File: config.mk
export PLATFORM = sky130hd
export DESIGN_NAME = sound_top
export DESIGN_NICKNAME = d
export VERILOG_FILES = /design/src/snd_pkg.sv /design/src/sound_regs.sv /design/src/audio_mixer.sv /design/src/sample_buffer.sv /design/src/sound_top.sv
export SDC_FILE = /design/constraint.sdc
export NUM_CORES = 1
export LEC_CHECK = 0
export BUFFER_PORTS_ARGS = -buffer_cell sky130_fd_sc_hd__buf_2
export CORE_ASPECT_RATIO = 0.6
export CORE_UTILIZATION = 55
export CTS_CLUSTER_DIAMETER = 50
export DETAILED_ROUTE_END_ITERATION = 16
export PLACE_DENSITY_LB_ADDON = 0.08
export SLEW_MARGIN = 20
export SYNTH_ARGS = -nofsm -noshare
export SYNTH_HDL_FRONTEND = slang
export SYNTH_SLANG_ARGS = --single-unit
File: constraint.sdc
create_clock -name fclk -period 3.6 [get_ports fclk]
set_clock_uncertainty 0.15 [all_clocks]
set_input_delay 0.36 -clock fclk [delete_from_list [all_inputs] [get_ports fclk]]
set_output_delay 0.36 -clock fclk [all_outputs]
set_load 0.01 [all_outputs]
File: src/snd_pkg.sv
package snd_pkg;

  localparam int BYTE_W   = 8;
  localparam int MIX_W    = 12;
  localparam int SAMPLE_W = 16;

  // Bus byte, also one covox channel value
  typedef logic [BYTE_W-1:0]   byte_t;

  // Low half of the I/O address, the high byte is not decoded
  typedef logic [7:0]          io_addr_t;

  typedef logic [MIX_W-1:0]    mix_t;
  typedef logic [SAMPLE_W-1:0] sample_t;

  // Beeper and tape out
  localparam io_addr_t PORT_FE = 8'hFE;

  // Soundrive channels
  localparam io_addr_t PORT_COVOX_A   = 8'h0F;
  localparam io_addr_t PORT_COVOX_B   = 8'h1F;
  localparam io_addr_t PORT_COVOX_C   = 8'h4F;
  localparam io_addr_t PORT_COVOX_D   = 8'h5F;
  // All four channels in one write
  localparam io_addr_t PORT_COVOX_ALL = 8'hFB;

  localparam int BEEP_BIT = 4;
  localparam int TAPE_BIT = 3;

  // Mix weights
  localparam int COVOX_SHIFT = 2;
  localparam int BEEP_WEIGHT = 256;

  // Above the knee the excess is halved
  localparam int KNEE      = 2048;
  localparam int OUT_SHIFT = 4;

endpackage

File: src/sound_regs.sv
`timescale 1ns/10ps

module sound_regs (
  input  logic              fclk,
  input  logic              arst_n,
  input  logic              io_wr,
  input  logic              dos,
  input  snd_pkg::io_addr_t io_addr,
  input  snd_pkg::byte_t    io_data,
  output logic              beep,
  output logic              tape_out,
  output snd_pkg::byte_t    covox_a,
  output snd_pkg::byte_t    covox_b,
  output snd_pkg::byte_t    covox_c,
  output snd_pkg::byte_t    covox_d
);

  import snd_pkg::*;

  localparam int NUM_CH = 4;

  // Channel order is A, B, C, D
  localparam io_addr_t CH_PORT [NUM_CH] = '{
    PORT_COVOX_A,
    PORT_COVOX_B,
    PORT_COVOX_C,
    PORT_COVOX_D
  };

  byte_t port_fe;
  byte_t chan [NUM_CH];

  logic fe_hit;
  logic covox_en;
  logic all_hit;

  // Port FE decode
  assign fe_hit = io_wr && (io_addr == PORT_FE);

  // Soundrive ports vanish while DOS is paged in
  assign covox_en = io_wr && !dos;
  assign all_hit  = covox_en && (io_addr == PORT_COVOX_ALL);

  always_ff @(posedge fclk or negedge arst_n) begin
    if (!arst_n) begin
      port_fe <= '0;
    end else if (fe_hit) begin
      port_fe <= io_data;
    end
  end

  assign beep     = port_fe[BEEP_BIT];
  assign tape_out = port_fe[TAPE_BIT];

  // One register per covox channel
  for (genvar i = 0; i < NUM_CH; i++) begin : g_chan
    logic hit;

    assign hit = all_hit || (covox_en && (io_addr == CH_PORT[i]));

    always_ff @(posedge fclk or negedge arst_n) begin
      if (!arst_n) begin
        chan[i] <= '0;
      end else if (hit) begin
        chan[i] <= io_data;
      end
    end
  end

  // Left pair
  assign covox_a = chan[0];
  assign covox_b = chan[1];
  // Right pair
  assign covox_c = chan[2];
  assign covox_d = chan[3];

  // A strobe must come with a clean address and DOS state
  a_wr_known: assert property (
    @(posedge fclk) disable iff (!arst_n)
    io_wr |-> !$isunknown(io_addr) && !$isunknown(dos)
  ) else $error("sound_regs: write strobe with unknown address or dos");

endmodule

File: src/audio_mixer.sv
`timescale 1ns/10ps

module audio_mixer #(
  parameter int SAMPLE_DIV = 64
) (
  input  logic             fclk,
  input  logic             arst_n,
  input  logic             beep,
  input  snd_pkg::byte_t   covox_a,
  input  snd_pkg::byte_t   covox_b,
  input  snd_pkg::byte_t   covox_c,
  input  snd_pkg::byte_t   covox_d,
  output logic             mix_valid,
  output snd_pkg::sample_t mix_l,
  output snd_pkg::sample_t mix_r
);

  import snd_pkg::*;

  localparam int CNT_W = $clog2(SAMPLE_DIV);
  // One spare bit to catch overflow of the raw sums
  localparam int RAW_W = MIX_W + 1;

  if (SAMPLE_DIV < 4) begin : g_div_check
    $error("audio_mixer: SAMPLE_DIV must be at least 4");
  end

  logic [CNT_W-1:0] div_cnt;
  logic             tick;

  logic [RAW_W-1:0] beep_term;
  logic [RAW_W-1:0] raw_l;
  logic [RAW_W-1:0] raw_r;

  logic             s1_valid;
  mix_t             sum_l;
  mix_t             sum_r;

  // Soft knee, then scale the 12-bit level up to the sample width
  function automatic sample_t compress(input mix_t m);
    mix_t c;
    if (m > mix_t'(KNEE)) begin
      c = mix_t'(KNEE) + ((m - mix_t'(KNEE)) >> 1);
    end else begin
      c = m;
    end
    return sample_t'(c) << OUT_SHIFT;
  endfunction

  // Sample rate divider
  always_ff @(posedge fclk or negedge arst_n) begin
    if (!arst_n) begin
      div_cnt <= '0;
      tick    <= 1'b0;
    end else begin
      tick <= (div_cnt == CNT_W'(SAMPLE_DIV - 1));
      if (div_cnt == CNT_W'(SAMPLE_DIV - 1)) begin
        div_cnt <= '0;
      end else begin
        div_cnt <= div_cnt + 1'b1;
      end
    end
  end

  assign beep_term = beep ? RAW_W'(BEEP_WEIGHT) : '0;

  assign raw_l = (RAW_W'(covox_a) << COVOX_SHIFT)
               + (RAW_W'(covox_b) << COVOX_SHIFT)
               + beep_term;
  assign raw_r = (RAW_W'(covox_c) << COVOX_SHIFT)
               + (RAW_W'(covox_d) << COVOX_SHIFT)
               + beep_term;

  // Pipeline valid bits
  always_ff @(posedge fclk or negedge arst_n) begin
    if (!arst_n) begin
      s1_valid  <= 1'b0;
      mix_valid <= 1'b0;
    end else begin
      s1_valid  <= tick;
      mix_valid <= s1_valid;
    end
  end

  // Stage 1, raw sums
  always_ff @(posedge fclk) begin
    if (tick) begin
      sum_l <= raw_l[MIX_W-1:0];
      sum_r <= raw_r[MIX_W-1:0];
    end
  end

  // Stage 2, compressed output
  always_ff @(posedge fclk) begin
    if (s1_valid) begin
      mix_l <= compress(sum_l);
      mix_r <= compress(sum_r);
    end
  end

  a_sum_range: assert property (
    @(posedge fclk) disable iff (!arst_n)
    tick |-> !raw_l[MIX_W] && !raw_r[MIX_W]
  ) else $error("audio_mixer: mix sum outside 12-bit range");

  // Pushes are at least a sample period apart
  a_push_single: assert property (
    @(posedge fclk) disable iff (!arst_n)
    mix_valid |=> !mix_valid
  ) else $error("audio_mixer: mix_valid high on back-to-back cycles");

endmodule

File: src/sample_buffer.sv
`timescale 1ns/10ps

module sample_buffer #(
  parameter int BUF_DEPTH = 2
) (
  input  logic             fclk,
  input  logic             arst_n,
  input  logic             push,
  input  snd_pkg::sample_t push_l,
  input  snd_pkg::sample_t push_r,
  output logic             out_valid,
  input  logic             out_ready,
  output snd_pkg::sample_t sound_l,
  output snd_pkg::sample_t sound_r,
  output logic             overrun
);

  import snd_pkg::*;

  localparam int PTR_W = (BUF_DEPTH > 1) ? $clog2(BUF_DEPTH) : 1;
  localparam int CNT_W = $clog2(BUF_DEPTH + 1);

  sample_t mem_l [BUF_DEPTH];
  sample_t mem_r [BUF_DEPTH];

  logic [PTR_W-1:0] wr_ptr;
  logic [PTR_W-1:0] rd_ptr;
  logic [CNT_W-1:0] count;

  logic full;
  logic wr_en;
  logic rd_en;

  assign full  = (count == CNT_W'(BUF_DEPTH));
  // A push into a full buffer is lost
  assign wr_en = push && !full;
  assign rd_en = out_valid && out_ready;

  assign out_valid = (count != '0);
  assign sound_l   = mem_l[rd_ptr];
  assign sound_r   = mem_r[rd_ptr];

  always_ff @(posedge fclk) begin
    if (wr_en) begin
      mem_l[wr_ptr] <= push_l;
      mem_r[wr_ptr] <= push_r;
    end
  end

  always_ff @(posedge fclk or negedge arst_n) begin
    if (!arst_n) begin
      wr_ptr  <= '0;
      rd_ptr  <= '0;
      count   <= '0;
      overrun <= 1'b0;
    end else begin
      if (wr_en) begin
        wr_ptr <= (wr_ptr == PTR_W'(BUF_DEPTH - 1)) ? '0 : wr_ptr + 1'b1;
      end
      if (rd_en) begin
        rd_ptr <= (rd_ptr == PTR_W'(BUF_DEPTH - 1)) ? '0 : rd_ptr + 1'b1;
      end
      if (wr_en && !rd_en) begin
        count <= count + 1'b1;
      end else if (rd_en && !wr_en) begin
        count <= count - 1'b1;
      end
      // Sticky until reset
      if (push && full) begin
        overrun <= 1'b1;
      end
    end
  end

  a_hold_stable: assert property (
    @(posedge fclk) disable iff (!arst_n)
    out_valid && !out_ready |=> out_valid && $stable(sound_l) && $stable(sound_r)
  ) else $error("sample_buffer: output changed while stalled");

endmodule

File: src/sound_top.sv
`timescale 1ns/10ps

module sound_top #(
  parameter int SAMPLE_DIV = 64,
  parameter int BUF_DEPTH  = 2
) (
  input  logic              fclk,
  input  logic              arst_n,
  input  logic              io_wr,
  input  logic              dos,
  input  snd_pkg::io_addr_t io_addr,
  input  snd_pkg::byte_t    io_data,
  output logic              tape_out,
  output logic              out_valid,
  input  logic              out_ready,
  output snd_pkg::sample_t  sound_l,
  output snd_pkg::sample_t  sound_r,
  output logic              overrun
);

  import snd_pkg::*;

  logic    beep;
  byte_t   covox_a;
  byte_t   covox_b;
  byte_t   covox_c;
  byte_t   covox_d;

  logic    mix_valid;
  sample_t mix_l;
  sample_t mix_r;

  sound_regs regs_i (
    .fclk     (fclk),
    .arst_n   (arst_n),
    .io_wr    (io_wr),
    .dos      (dos),
    .io_addr  (io_addr),
    .io_data  (io_data),
    .beep     (beep),
    .tape_out (tape_out),
    .covox_a  (covox_a),
    .covox_b  (covox_b),
    .covox_c  (covox_c),
    .covox_d  (covox_d)
  );

  audio_mixer #(
    .SAMPLE_DIV (SAMPLE_DIV)
  ) mixer_i (
    .fclk      (fclk),
    .arst_n    (arst_n),
    .beep      (beep),
    .covox_a   (covox_a),
    .covox_b   (covox_b),
    .covox_c   (covox_c),
    .covox_d   (covox_d),
    .mix_valid (mix_valid),
    .mix_l     (mix_l),
    .mix_r     (mix_r)
  );

  // Absorbs stalls from the downstream consumer
  sample_buffer #(
    .BUF_DEPTH (BUF_DEPTH)
  ) buffer_i (
    .fclk      (fclk),
    .arst_n    (arst_n),
    .push      (mix_valid),
    .push_l    (mix_l),
    .push_r    (mix_r),
    .out_valid (out_valid),
    .out_ready (out_ready),
    .sound_l   (sound_l),
    .sound_r   (sound_r),
    .overrun   (overrun)
  );

endmodule

# Yosys cells after proc, flatten, opt, wreduce, memory -nomap -nowiden
# Memory sizes are Yosys's and may differ from the RTL's.
# Cells that the tools add are included.
# word_totals
register_bits	99
mem_bits_rw	48
input_bits	21
out_inout_bits	35
word_cells	74
memories	2
# memory_table
memory	depth	width	rd	rd_ports_with_merged_regs	write_ports	line_no	source
buffer_i.mem_l	2	12	1	0	1	sample_buffer.sv:23	sample_t mem_l [BUF_DEPTH];
buffer_i.mem_r	2	12	1	0	1	sample_buffer.sv:24	sample_t mem_r [BUF_DEPTH];
# op_classes
add_sub_neg	13
n_lt_le_gt_ge	2
n_eq_ne	8
mux	10
n_reduce_logical	22
# op_table
operator	count
$add A12 B11 Y12 const A	2
$add A12 B12 Y12	2
$gt A12 B12 Y1 const B	2
$mux W12	2
$sub A12 B12 Y12 const B	2
$add A10 B10 Y11	2
$eq A8 B7 Y1 const B	2
$eq A8 B8 Y1 const B	2
$logic_and A1 B1 Y1	12
$mux W9	1
$eq A8 B4 Y1 const B	1
$eq A8 B5 Y1 const B	1
$add A6 B1 Y6 const B	1
$eq A6 B6 Y1 const B	1
$mux W6	1
$logic_not A1 Y1	4
$logic_or A1 B1 Y1	4
$mux W1	4
$mux W2	2
$reduce_bool A2 Y1	2
$add A1 B1 Y1 const B	2
$add A2 B1 Y2 const B	1
$eq A2 B2 Y1 const B	1
$sub A2 B1 Y2 const B	1

# Depth between registers and ports, before layout
# Gate-level depths: netlist (run 1).
# depth
word_depth	7
mapped_depth	10
ltp_nobuf	10

# Cells and area by module
# Synthesis (run 1) repeated with hierarchy kept, for this count alone.
# unflattened
hier_cells	408
hier_area_um2	6779.0
# by_module_without_submodules
mod	instances	cells_each	area_per_inst_um2	seq_area_each_um2
audio_mixer	1	201	2712.6	1486.4
sample_buffer	1	121	2695.1	2047.0
sound_regs	1	86	1371.3	850.8

# Worst setup path after synthesis (run 1)
# No wires, ideal clock.
# synth_timing
path_kind	reg-to-reg
from	register regs_i.chan (netlist bit regs_i.covox_a[0])
to	register mixer_i.sum_l[10] (data pin)
setup_ns	0.267
t_arrival_ns	2.147
t_required_ns	3.183
path_slack_ns	1.037
path_stages_with_launch	10
path_buffers	0
synth_period_minus_slack_ns	2.563
cell_sequence	dfrtp_1 > ha_1 > fa_1 > nand3_1 > nand2_1 > a21o_1 > a311o_1 > ha_1 > ha_1 > xnor2_1
# synth_via
elab_chain_len	2
# synth_rtl
element	line_no	source
from (decl)	sound_regs.sv:31	byte_t chan [NUM_CH];
from (signal, indexed assignment)	sound_regs.sv:65	chan[i] <= io_data;
$add A10 B10 Y11	audio_mixer.sv:68	+ (RAW_W'(covox_b) << COVOX_SHIFT)
$add A12 B12 Y12	audio_mixer.sv:69	+ beep_term;
net mixer_i.raw_l[10]	audio_mixer.sv:32	logic [RAW_W-1:0] raw_l;
to (signal assigned)	audio_mixer.sv:88	sum_l <= raw_l[MIX_W-1:0];
to (decl)	audio_mixer.sv:36	mix_t sum_l;
# The timed path passes the listed nets, and every way through them passes these cells.
# A chain may end at the register's enable or synchronous reset.

# Worst setup path in the final report (run 1)
# Same ends and word-level chain as after synthesis.

==> impl_metrics.tcl, run 1 <==
set metrics [dict create \
    min_path_type "in2reg" \
    floorplan.rows 28 \
    synth_compound_area_share_pct 5.19 \
    gp_routability_congestion 0.816 \
    cts_buffer_depth 2 \
    drcViolationCount 0 \
    cp.buffers_inverters 0 \
    crit_top_cell "ha_1" \
    slowest_delay_ns 0.41 \
    vias 3156 \
    maxSlewHeadroom_pct 33.2 \
    area_delta_synth_final_pct 16.7 \
    fillers 706 \
    dr.pass1.iters 4 \
    period_needed_ns 2.70 \
    syn_inst 380 \
    yosysTopAreaCellShare_pct 43.9 \
    rrSetupSlack_ns 0.90 \
    synth_edf_count 86 \
    antenna_found_initial 0 \
    ys_types 49 \
    fin_crit_sh_pct 75.1 \
    grt_pass1_wl_mm 15.5 \
    wl_per_cell_um 16.2 \
    synth-simple-area-share_pct 5.47 \
    cp_top_family "adder cells" \
    crit_cells 9 \
    grt-ovfl-total 0 \
    synthArstFlopShare_pct 35.8 \
    pin_count 56 \
    hold_depth 2 \
    clk_pin_slew_ns 0.06 \
    ys.flop_type "edfxtp_1" \
    power_density_mw_per_mm2 526 \
    synth_fa_ha_area_share_pct 5.36 \
    final_hold_viol_count 0 \
    ys_warn_count 0 \
    cp.required_ns 3.59 \
    die_w_um 135 \
    cts_buffers 17 \
    wirelength_mm 9.50 \
    outcome "finished, final reports clean" \
    antenna_left 0 \
    synth.avg_cell_area_um2 15.5 \
    end_kind "flop" \
    grt_max_degree 31 \
    p_total_uw 3610 \
    max_freq_ghz 0.370 \
    drive_gt1_share_pct 35.2 \
    cts_resized 0 \
    max_slew.worst_pin.slew_ns 1.00 \
    synth_area_leaders "edfxtp_1 44%, dfrtp_1 20%, mux2_2 14%" \
    criticalPathCategory "reg2reg" \
    ys_seq_elements 134 \
    syn_area_mm2 0.00588 \
    finalSetupTns_ns 0 \
    crit_path_top_delay_cell "fa_1" \
    antennaDiodeCount 0 \
    cap_violations 0 \
    slew_violations 0 \
    synth_top_family_by_area "multiplexers" \
    setup_viol 0 \
    synth_mux_area_share_pct 14.1 \
    drt_iter0_drc 141 \
    final_net_count 484 \
    cts_tree "built" \
    ctsRootBufferMaster "clkbuf_16" \
    grt_pass1_vias 3053 \
    clk_latency_ns 0.41 \
    arrival_ns 2.69 \
    die_height_um 82.1 \
    cts.sinks 134 \
    grtUsageTotal_pct 19.2 \
    vias_per_cell 5.38 \
    initial_utilization_pct 58.1 \
    cp_cell_sequence "ha_1 > fa_1 > nand3_1 > nand2_1 > a21o_1 > a311o_1 > ha_1 > ha_1 > xnor2_1" \
    die-area_mm2 0.0111 \
    synthXorXnorAreaFrac_pct 2.98 \
    path_max_fanout 4 \
    seq_area_frac_synth_pct 64.3 \
    dpl.hpwl_mm 6.62 \
    fin_hold_ws_ns 0.0884 \
    port_buffers 45 \
    synth_top_area_cell "edfxtp_1" \
    reg2regPathDepth 9 \
    cts_htree_levels 4 \
    start_kind "flop" \
    leakage_uw 0.00290 \
    ir_drop_mv 0.412 \
    rsz0062_at_grt "no" \
    core_region_area_mm2 0.0101 \
]
[sequential cells by signal (all words and copies together), names as in the netlist, 2 cells and up]
| signal | flops |
|---|---|
| mixer_i.sum_l | 10 |
| buffer_i.count | 2 |
| regs_i.covox_b | 8 |
| mixer_i.sum_r | 10 |
| regs_i.covox_c | 8 |
| buffer_i.mem_r | 22 |
| regs_i.covox_a | 8 |
| buffer_i.mem_l | 22 |
| regs_i.covox_d | 8 |
| mixer_i.mix_l | 11 |
| mixer_i.div_cnt | 6 |
| regs_i.port_fe | 2 |
| mixer_i.mix_r | 11 |
[logic make-up (layout without fill, tap and decap cells)]
family,after synthesis,in the layout
xor+xnor,20,20
simple gates,56,56
other cells,1,10
fa+ha+maj,24,24
buf+inv,28,91
mux,74,74
flops,134,134
compound gates,43,43
[worst reg2reg max path, delay by kind of cell, from the launching register on]
family	cells	cell delay, ns
AOI/OAI and AO/OA	2	0.53
xor gates and xnor gates	1	0.12
adders and majority gates	4	1.03
DFF	1	0.38
and+or+nand+nor	2	0.21
[layer usage]
metal | GRT usage (%) | vias to the layer above | routed length [um]
li1 | - | 1526 | -
met1 | 27.0 | 1555 | 5020
met2 | 28.2 | 69 | 4040
met3 | 6.53 | 6 | 381
met4 | 6.07 | 0 | 68
met5 | 0 | - | 0
[cells in the mapped netlist, types with 2 or more instances]
cell type and number:
and2_1 4, and3_1 2, mux2_2 72, a21o_1 5, nand2b_1 2, clkbuf_1 5, a211oi_1 4, nand2_1 7
nor2_1 12, buf_4 10, a21oi_1 12, edfxtp_1 86, a21o_2 2, o21bai_1 4, dfrtp_1 48, o21ai_0 5
nand3_2 2, nor4b_1 3, inv_1 11, ha_1 22, fa_1 2, xor2_1 7, nor4_1 3, nand3_1 6
a31oi_1 2, nor2b_1 2, nand4_1 2, nor3_1 5, xnor2_1 13
[metrics by stage]
stage	cells	worst slack (ns)	area (um2)	utilization, %
after floorplan	389	1.04	5910	-
after global placement	554	0.960	6220	61.4
after detailed placement	554	0.913	6220	61.4
after CTS	587	0.890	6860	67.8
after global routing	587	0.759	6860	67.8
final	587	0.895	6860	67.8
[cell usage in the layout, fill, tap and decap left out, drive strengths merged, types with 3 or more instances in the layout]
master | netlist | final
conb | 1 | 10
o21ai | 5 | 5
nor4 | 3 | 3
nor3 | 5 | 5
clkinv | 0 | 3
a21o | 7 | 7
dfrtp | 48 | 48
nor2 | 12 | 12
and2 | 4 | 4
ha | 22 | 22
buf | 11 | 47
mux2 | 73 | 73
inv | 11 | 16
nand2 | 8 | 8
a211oi | 4 | 4
xor2 | 7 | 7
edfxtp | 86 | 86
xnor2 | 13 | 13
a21oi | 12 | 12
bufinv | 0 | 3
clkbuf | 6 | 20
nor4b | 3 | 3
o21bai | 4 | 4
nand3 | 8 | 8
[worst paths after layout]
kind                                                  endpoint                           from
max in group asynchronous        regs_i.covox_c[1]$_DFFE_PN0P_                         arst_n
worst min register to register  buffer_i.mem_l[0][8]$_DFFE_PP_    mixer_i.mix_l[12]$_DFFE_PP_
worst max register to register     mixer_i.sum_l[10]$_DFFE_PP_  regs_i.covox_a[0]$_DFFE_PN0P_
worst min-delay path             regs_i.covox_b[7]$_DFFE_PN0P_                     io_data[7]
min in group asynchronous        regs_i.covox_a[6]$_DFFE_PN0P_                         arst_n
worst max-delay path               mixer_i.sum_l[10]$_DFFE_PP_  regs_i.covox_a[0]$_DFFE_PN0P_
[area by class of cell]
cell class / instances / area (um2) / area share (%)
clock inverter: 12 / 164 / 2.39
sequential: 134 / 3780 / 55.1
clock buffer: 20 / 468 / 6.82
tap: 135 / 169 / 2.46
inverter: 11 / 41.3 / 0.602
timing repair buffer: 48 / 250 / 3.65
multi-input combinational: 227 / 1990 / 29.0
[where the power goes]
group,switching [uW],total [uW],internal [uW]
sequential,12.0,1660,1650
combinational,73.6,128,54.4
clock,656,1820,1160
total,742,3610,2870
[repair_timing]
item	in CTS	in global routing
setup buffers	0	0
endpoints found under the hold margin	29	0
hold buffers	1	0
Power figures use the tool's default switching activity.
==> run 2, diff against run 1 <==
Settings changed: CORE_UTILIZATION 55 to 53.
Clock period 3.6 ns to 2.4 ns, I/O delays scaled along.
==> run 2 against run 1 <==
Against the previous run: non-clock buffer count grew 24; the run now ends with negative setup slack left; critical path depth did not move; combinational power up 70%; sequential share of layout area decreased by 1.8 points; sequential cell count unchanged; wire length is 5.4% higher; first-iteration DRC count down 2.8%; setup slack got worse by 0.98 ns; cell count increased by 4.8%; hold slack lost 0.069 ns; die area up 3.7%; register-to-register slack got worse by 0.98 ns.
==> impl_metrics.tcl, run 2 (synthesis results as in run 1) <==
set metrics [dict create \
    ir_drop_mv 0.575 \
    criticalPathCategory "reg2reg" \
    power_density_mw_per_mm2 733 \
    r2r-start "regs_i.covox_a[0]$_DFFE_PN0P_" \
    fin_crit_sh_pct 104 \
    dr.pass1.iters 4 \
    gp_routability_congestion 0.842 \
    cap_violations 0 \
    start_kind "flop" \
    max_freq_ghz 0.402 \
    antenna_found_initial 0 \
    cts_buffers 17 \
    final_common_cell "edfxtp_1" \
    wirelength_mm 10.0 \
    cts_htree_levels 4 \
    grt_pass1_vias 3378 \
    pin_count 56 \
    cts.sinks 134 \
    cp.required_ns 2.39 \
    antenna_left 0 \
    clk_pin_slew_ns 0.06 \
    period_needed_ns 2.49 \
    hp-start "io_data[3]" \
    worst_slack_ns -0.0878 \
    ctsRootBufferMaster "clkbuf_16" \
    clk_latency_ns 0.41 \
    maxSlewHeadroom_pct 40.4 \
    end_kind "flop" \
    cts_tree "built" \
    setup_viol 3 \
    leakage_uw 0.00298 \
    vias_per_cell 5.33 \
    initial_utilization_pct 55.1 \
    hold_depth 2 \
    die_w_um 138 \
    vias 3277 \
    floorplan.rows 29 \
    grt_max_degree 49 \
    fin_hold_ws_ns 0.0193 \
    pre_cts_slack_ns -0.194 \
    die_height_um 83.6 \
    drt_iter0_drc 137 \
    max_slew.worst_pin.slew_ns 0.893 \
    violations "negative setup slack" \
    arrival_ns 2.48 \
    grt-ovfl-total 0 \
    wl_per_cell_um 16.3 \
    antennaDiodeCount 0 \
    port_buffers 45 \
    reg2reg_to "mixer_i.sum_l[10]$_DFFE_PP_" \
    final_net_count 508 \
    largest_registers "buffer_i.mem_l (22), buffer_i.mem_r (22)" \
    cts_buffer_depth 2 \
    rsz0062_at_grt "yes" \
    final_hold_viol_count 0 \
    reg2regPathDepth 9 \
    drcViolationCount 0 \
    die-area_mm2 0.0115 \
    rrSetupSlack_ns -0.09 \
    path_max_fanout 4 \
    layout_common_cells "86 x edfxtp_1, 72 x mux2_2, 48 x dfrtp_1" \
    dpl.hpwl_mm 6.81 \
    slew_violations 0 \
    area_delta_synth_final_pct 20.6 \
    min_path_type "in2reg" \
    drive_gt1_share_pct 39.7 \
    core_region_area_mm2 0.0107 \
    grt_pass1_wl_mm 16.5 \
    hold_end "regs_i.covox_c[3]$_DFFE_PN0P_" \
    outcome "finished with violations" \
    grtUsageTotal_pct 19.4 \
]
[run 2: cell type report]
class	count	area (um2)
flip-flops and latches	134	3780
fillers	798	3580
multi-input cells	227	2060
clock buffers	19	454
repair buffers	72	450
well taps	139	174
clock inverters	13	124
inverters	11	41.3
[run 2: worst max-delay path by stage]
stage	cells after the start	start	to
final	9	regs_i.covox_a[0]$_DFFE_PN0P_	mixer_i.sum_l[10]$_DFFE_PP_
after global routing	9	regs_i.covox_a[0]$_DFFE_PN0P_	mixer_i.sum_l[10]$_DFFE_PP_
after CTS	9	regs_i.covox_a[0]$_DFFE_PN0P_	mixer_i.sum_l[10]$_DFFE_PP_
after detailed placement	8	regs_i.covox_b[0]$_DFFE_PN0P_	mixer_i.sum_l[9]$_DFFE_PP_
after global placement	8	regs_i.covox_b[0]$_DFFE_PN0P_	mixer_i.sum_l[9]$_DFFE_PP_
after floorplan	9	regs_i.covox_b[0]$_DFFE_PN0P_	mixer_i.sum_l[10]$_DFFE_PP_
[run 2: critical path, cell delays in order, from the launching register on]
cell and delay [ns]:
dfrtp_1 0.39, ha_2 0.21, fa_2 0.36, nand3_2 0.09, nand2_4 0.07, a21o_1 0.17
a311o_1 0.31, ha_2 0.20, ha_4 0.16, xnor2_1 0.12
[run 2: power by group]
part | leakage [uW] | total [uW] | internal (uW) | switching, uW
combinational | 0.00130 | 218 | 99.6 | 119
sequential | 0.00141 | 2490 | 2480 | 18.3
clock | 0.000275 | 2490 | 1500 | 993
total | 0.00298 | 5200 | 4070 | 1130
[run 2: repair_timing]
action,4_1_cts,5_1_grt
hold buffers,9,0
gates resized for setup,6,7
setup endpoints to repair,6,6
setup buffers,2,2
endpoints found under the hold margin,78,0
pin swaps,4,1
[run 2: layer usage]
layer	global-route usage [%]	vias to the layer above	wire [um]
met3	5.34	18	374
li1	-	1571	-
met5	0	-	0
met4	8.60	0	170
met1	26.7	1623	5000
met2	28.8	65	4480
[run 2: stage by stage]
step | TNS, ns | cell area (um2) | utilization (%) | std cells | power, uW
after floorplan | -0.0571 | 5940 | - | 389 | 2660
after global placement | -0.164 | 6340 | 59.4 | 570 | 2730
after detailed placement | -0.569 | 6340 | 59.4 | 570 | 2740
after CTS | -0.239 | 7060 | 66.2 | 613 | 5240
after global routing | -0.479 | 7090 | 66.5 | 615 | 5370
final | -0.156 | 7090 | 66.5 | 615 | 5200
==> run 3, diff against run 2 <==
Settings changed: CORE_UTILIZATION 53 to 55.
Clock period 2.4 ns to 2.9 ns, I/O delays scaled along.
==> run 3 against run 2 <==
Against the previous run: the run now ends clean; largest cell class unchanged; critical endpoint unchanged; hold slack is essentially flat; clock power shrank 22%; non-clock buffer count down 22; total power down 20%; sequential share of layout area grew 2.3 points; critical path depth did not move; wire length shrank 5.1%.
==> impl_metrics.tcl, run 3 (synthesis results as in run 1) <==
set metrics [dict create \
    outcome "finished, final reports clean" \
    cts_resized 0 \
    vias_per_cell 5.36 \
    rrSetupSlack_ns 0.18 \
    wl_per_cell_um 16.1 \
    drive_gt1_share_pct 34.4 \
    power_density_mw_per_mm2 613 \
    cap_violations 0 \
    combPwrFrac_pct 3.8 \
    finalSetupTns_ns 0 \
    layout_common_cells "86 x edfxtp_1, 72 x mux2_2, 48 x dfrtp_1" \
    vias 3155 \
    final_hold_viol_count 0 \
    final_net_count 486 \
    clk_pin_slew_ns 0.05 \
    rsz0062_at_grt "no" \
    arrival_ns 2.72 \
    drt_iter0_drc 200 \
    wirelength_mm 9.51 \
    end_kind "flop" \
    maxSlewHeadroom_pct 38.1 \
    period_needed_ns 2.72 \
    dr.pass1.iters 4 \
    grt-ovfl-total 0 \
    gp_routability_congestion 0.824 \
    cts.sinks 134 \
    pin_count 56 \
    antennaDiodeCount 0 \
    multi_input_area_mm2 0.00199 \
    path_max_fanout 4 \
    setup_viol 0 \
    area_delta_synth_final_pct 15.5 \
    grt_max_degree 49 \
    initial_utilization_pct 58.1 \
    grtUsageTotal_pct 19.5 \
    port_buffers 45 \
    min_path_type "in2reg" \
    worst_slack_ns 0.180 \
    p_clk_share_pct 46.6 \
    p_switching_uw 872 \
    grt_pass1_wl_mm 15.8 \
    max_slew.worst_pin.slew_ns 0.929 \
    p_total_uw 4160 \
    cts_tree "built" \
    grt_pass1_vias 3131 \
    p_seq_share_pct 49.6 \
    switching_share_pct 20.9 \
    start_kind "flop" \
    fin_crit_sh_pct 93.8 \
    intPower_uw 3290 \
    cts_buffers 17 \
    cts_setup_buffers 0 \
    die_height_um 82.1 \
    ir_drop_mv 0.429 \
    die_w_um 135 \
    antenna_found_initial 0 \
    clk_latency_ns 0.41 \
    final_common_cell "edfxtp_1" \
    die-area_mm2 0.0111 \
    drcViolationCount 0 \
    cp.required_ns 2.90 \
    criticalPathCategory "reg2reg" \
    floorplan.rows 28 \
    max_freq_ghz 0.368 \
    dpl.hpwl_mm 6.53 \
    largest_registers "buffer_i.mem_l (22), buffer_i.mem_r (22)" \
    leakage_uw 0.00285 \
    pre_cts_slack_ns 0.186 \
    cts_buffer_depth 2 \
    antenna_left 0 \
    fillers 716 \
    core_region_area_mm2 0.0101 \
    ctsRootBufferMaster "clkbuf_16" \
    ff_latch_area_mm2 0.00378 \
    cts_htree_levels 4 \
    slew_violations 0 \
]
==> run 3: cell count changes in the layout (fill, tap and decap cells not counted), sizes merged <==
cell / delta
clkinv: -2
buf: -15
clkinvlp: +1
clkbuf: +1
dlygate4sd3: -7
==> run 3: power groups by stage <==
| stage | combinational (uW) | clock (uW) | sequential (uW) |
|---|---|---|---|
| after floorplan | 105 | 0 | 2100 |
| after global placement | 152 | 0 | 2100 |
| after detailed placement | 155 | 0 | 2100 |
| after CTS | 161 | 1990 | 2060 |
| after global routing | 180 | 2070 | 2070 |
| final | 160 | 1940 | 2060 |
==> run 3: worst paths after layout <==
kind | cells past startpoint | from | end
setup / recovery | 9 | regs_i.covox_a[0]$_DFFE_PN0P_ | mixer_i.sum_l[10]$_DFFE_PP_
hold / removal | 2 | io_data[0] | regs_i.covox_a[0]$_DFFE_PN0P_
setup reg to reg | 9 | regs_i.covox_a[0]$_DFFE_PN0P_ | mixer_i.sum_l[10]$_DFFE_PP_
max in group asynchronous | 2 | arst_n | mixer_i.mix_valid$_DFF_PN0_
hold reg to reg | 0 | mixer_i.mix_l[12]$_DFFE_PP_ | buffer_i.mem_l[0][8]$_DFFE_PP_
min in group asynchronous | 2 | arst_n | regs_i.covox_b[6]$_DFFE_PN0P_
==> run 3: routing by layer <==
| metal | vias up | global-route usage (%) | wire [um] |
|---|---|---|---|
| li1 | 1529 | - | - |
| met1 | 1534 | 27.5 | 4990 |
| met2 | 79 | 28.6 | 4000 |
| met3 | 13 | 6.11 | 412 |
| met4 | 0 | 6.74 | 103 |
| met5 | - | 0 | 0 |
==> run 3: final cells by class <==
class,instances,share of cell area [%]
multi-input combinational,227,29.3
timing repair buffer,50,3.98
sequential,134,55.7
clock buffer,20,6.43
tap,135,2.49
inverter,11,0.608
clock inverter,12,1.55
==> run 3: worst max-delay path, stage by stage (launching register included) <==
cell	delay, ns
dfrtp_1	0.38
ha_1	0.25
fa_1	0.42
nand3_1	0.10
nand2_1	0.10
a21o_1	0.20
a311o_1	0.35
ha_1	0.20
ha_1	0.19
xnor2_1	0.12
==> run 3: per-stage QoR <==
step / instances / hold WS, ns / util, % / area, um2
CTS: 589 / 0.00248 / 67.1 / 6790
floorplan: 389 / -0.156 / - / 5910
finish: 589 / 0.0194 / 67.1 / 6790
detailed placement: 555 / 0.280 / 61.5 / 6230
global placement: 555 / 0.275 / 61.5 / 6230
global route: 589 / 0.0200 / 67.1 / 6790
==> run 3: repair_timing <==
item | CTS | global route
setup endpoints to repair | 0 | 0
hold buffers | 2 | 0
endpoints found under the hold margin | 49 | 0
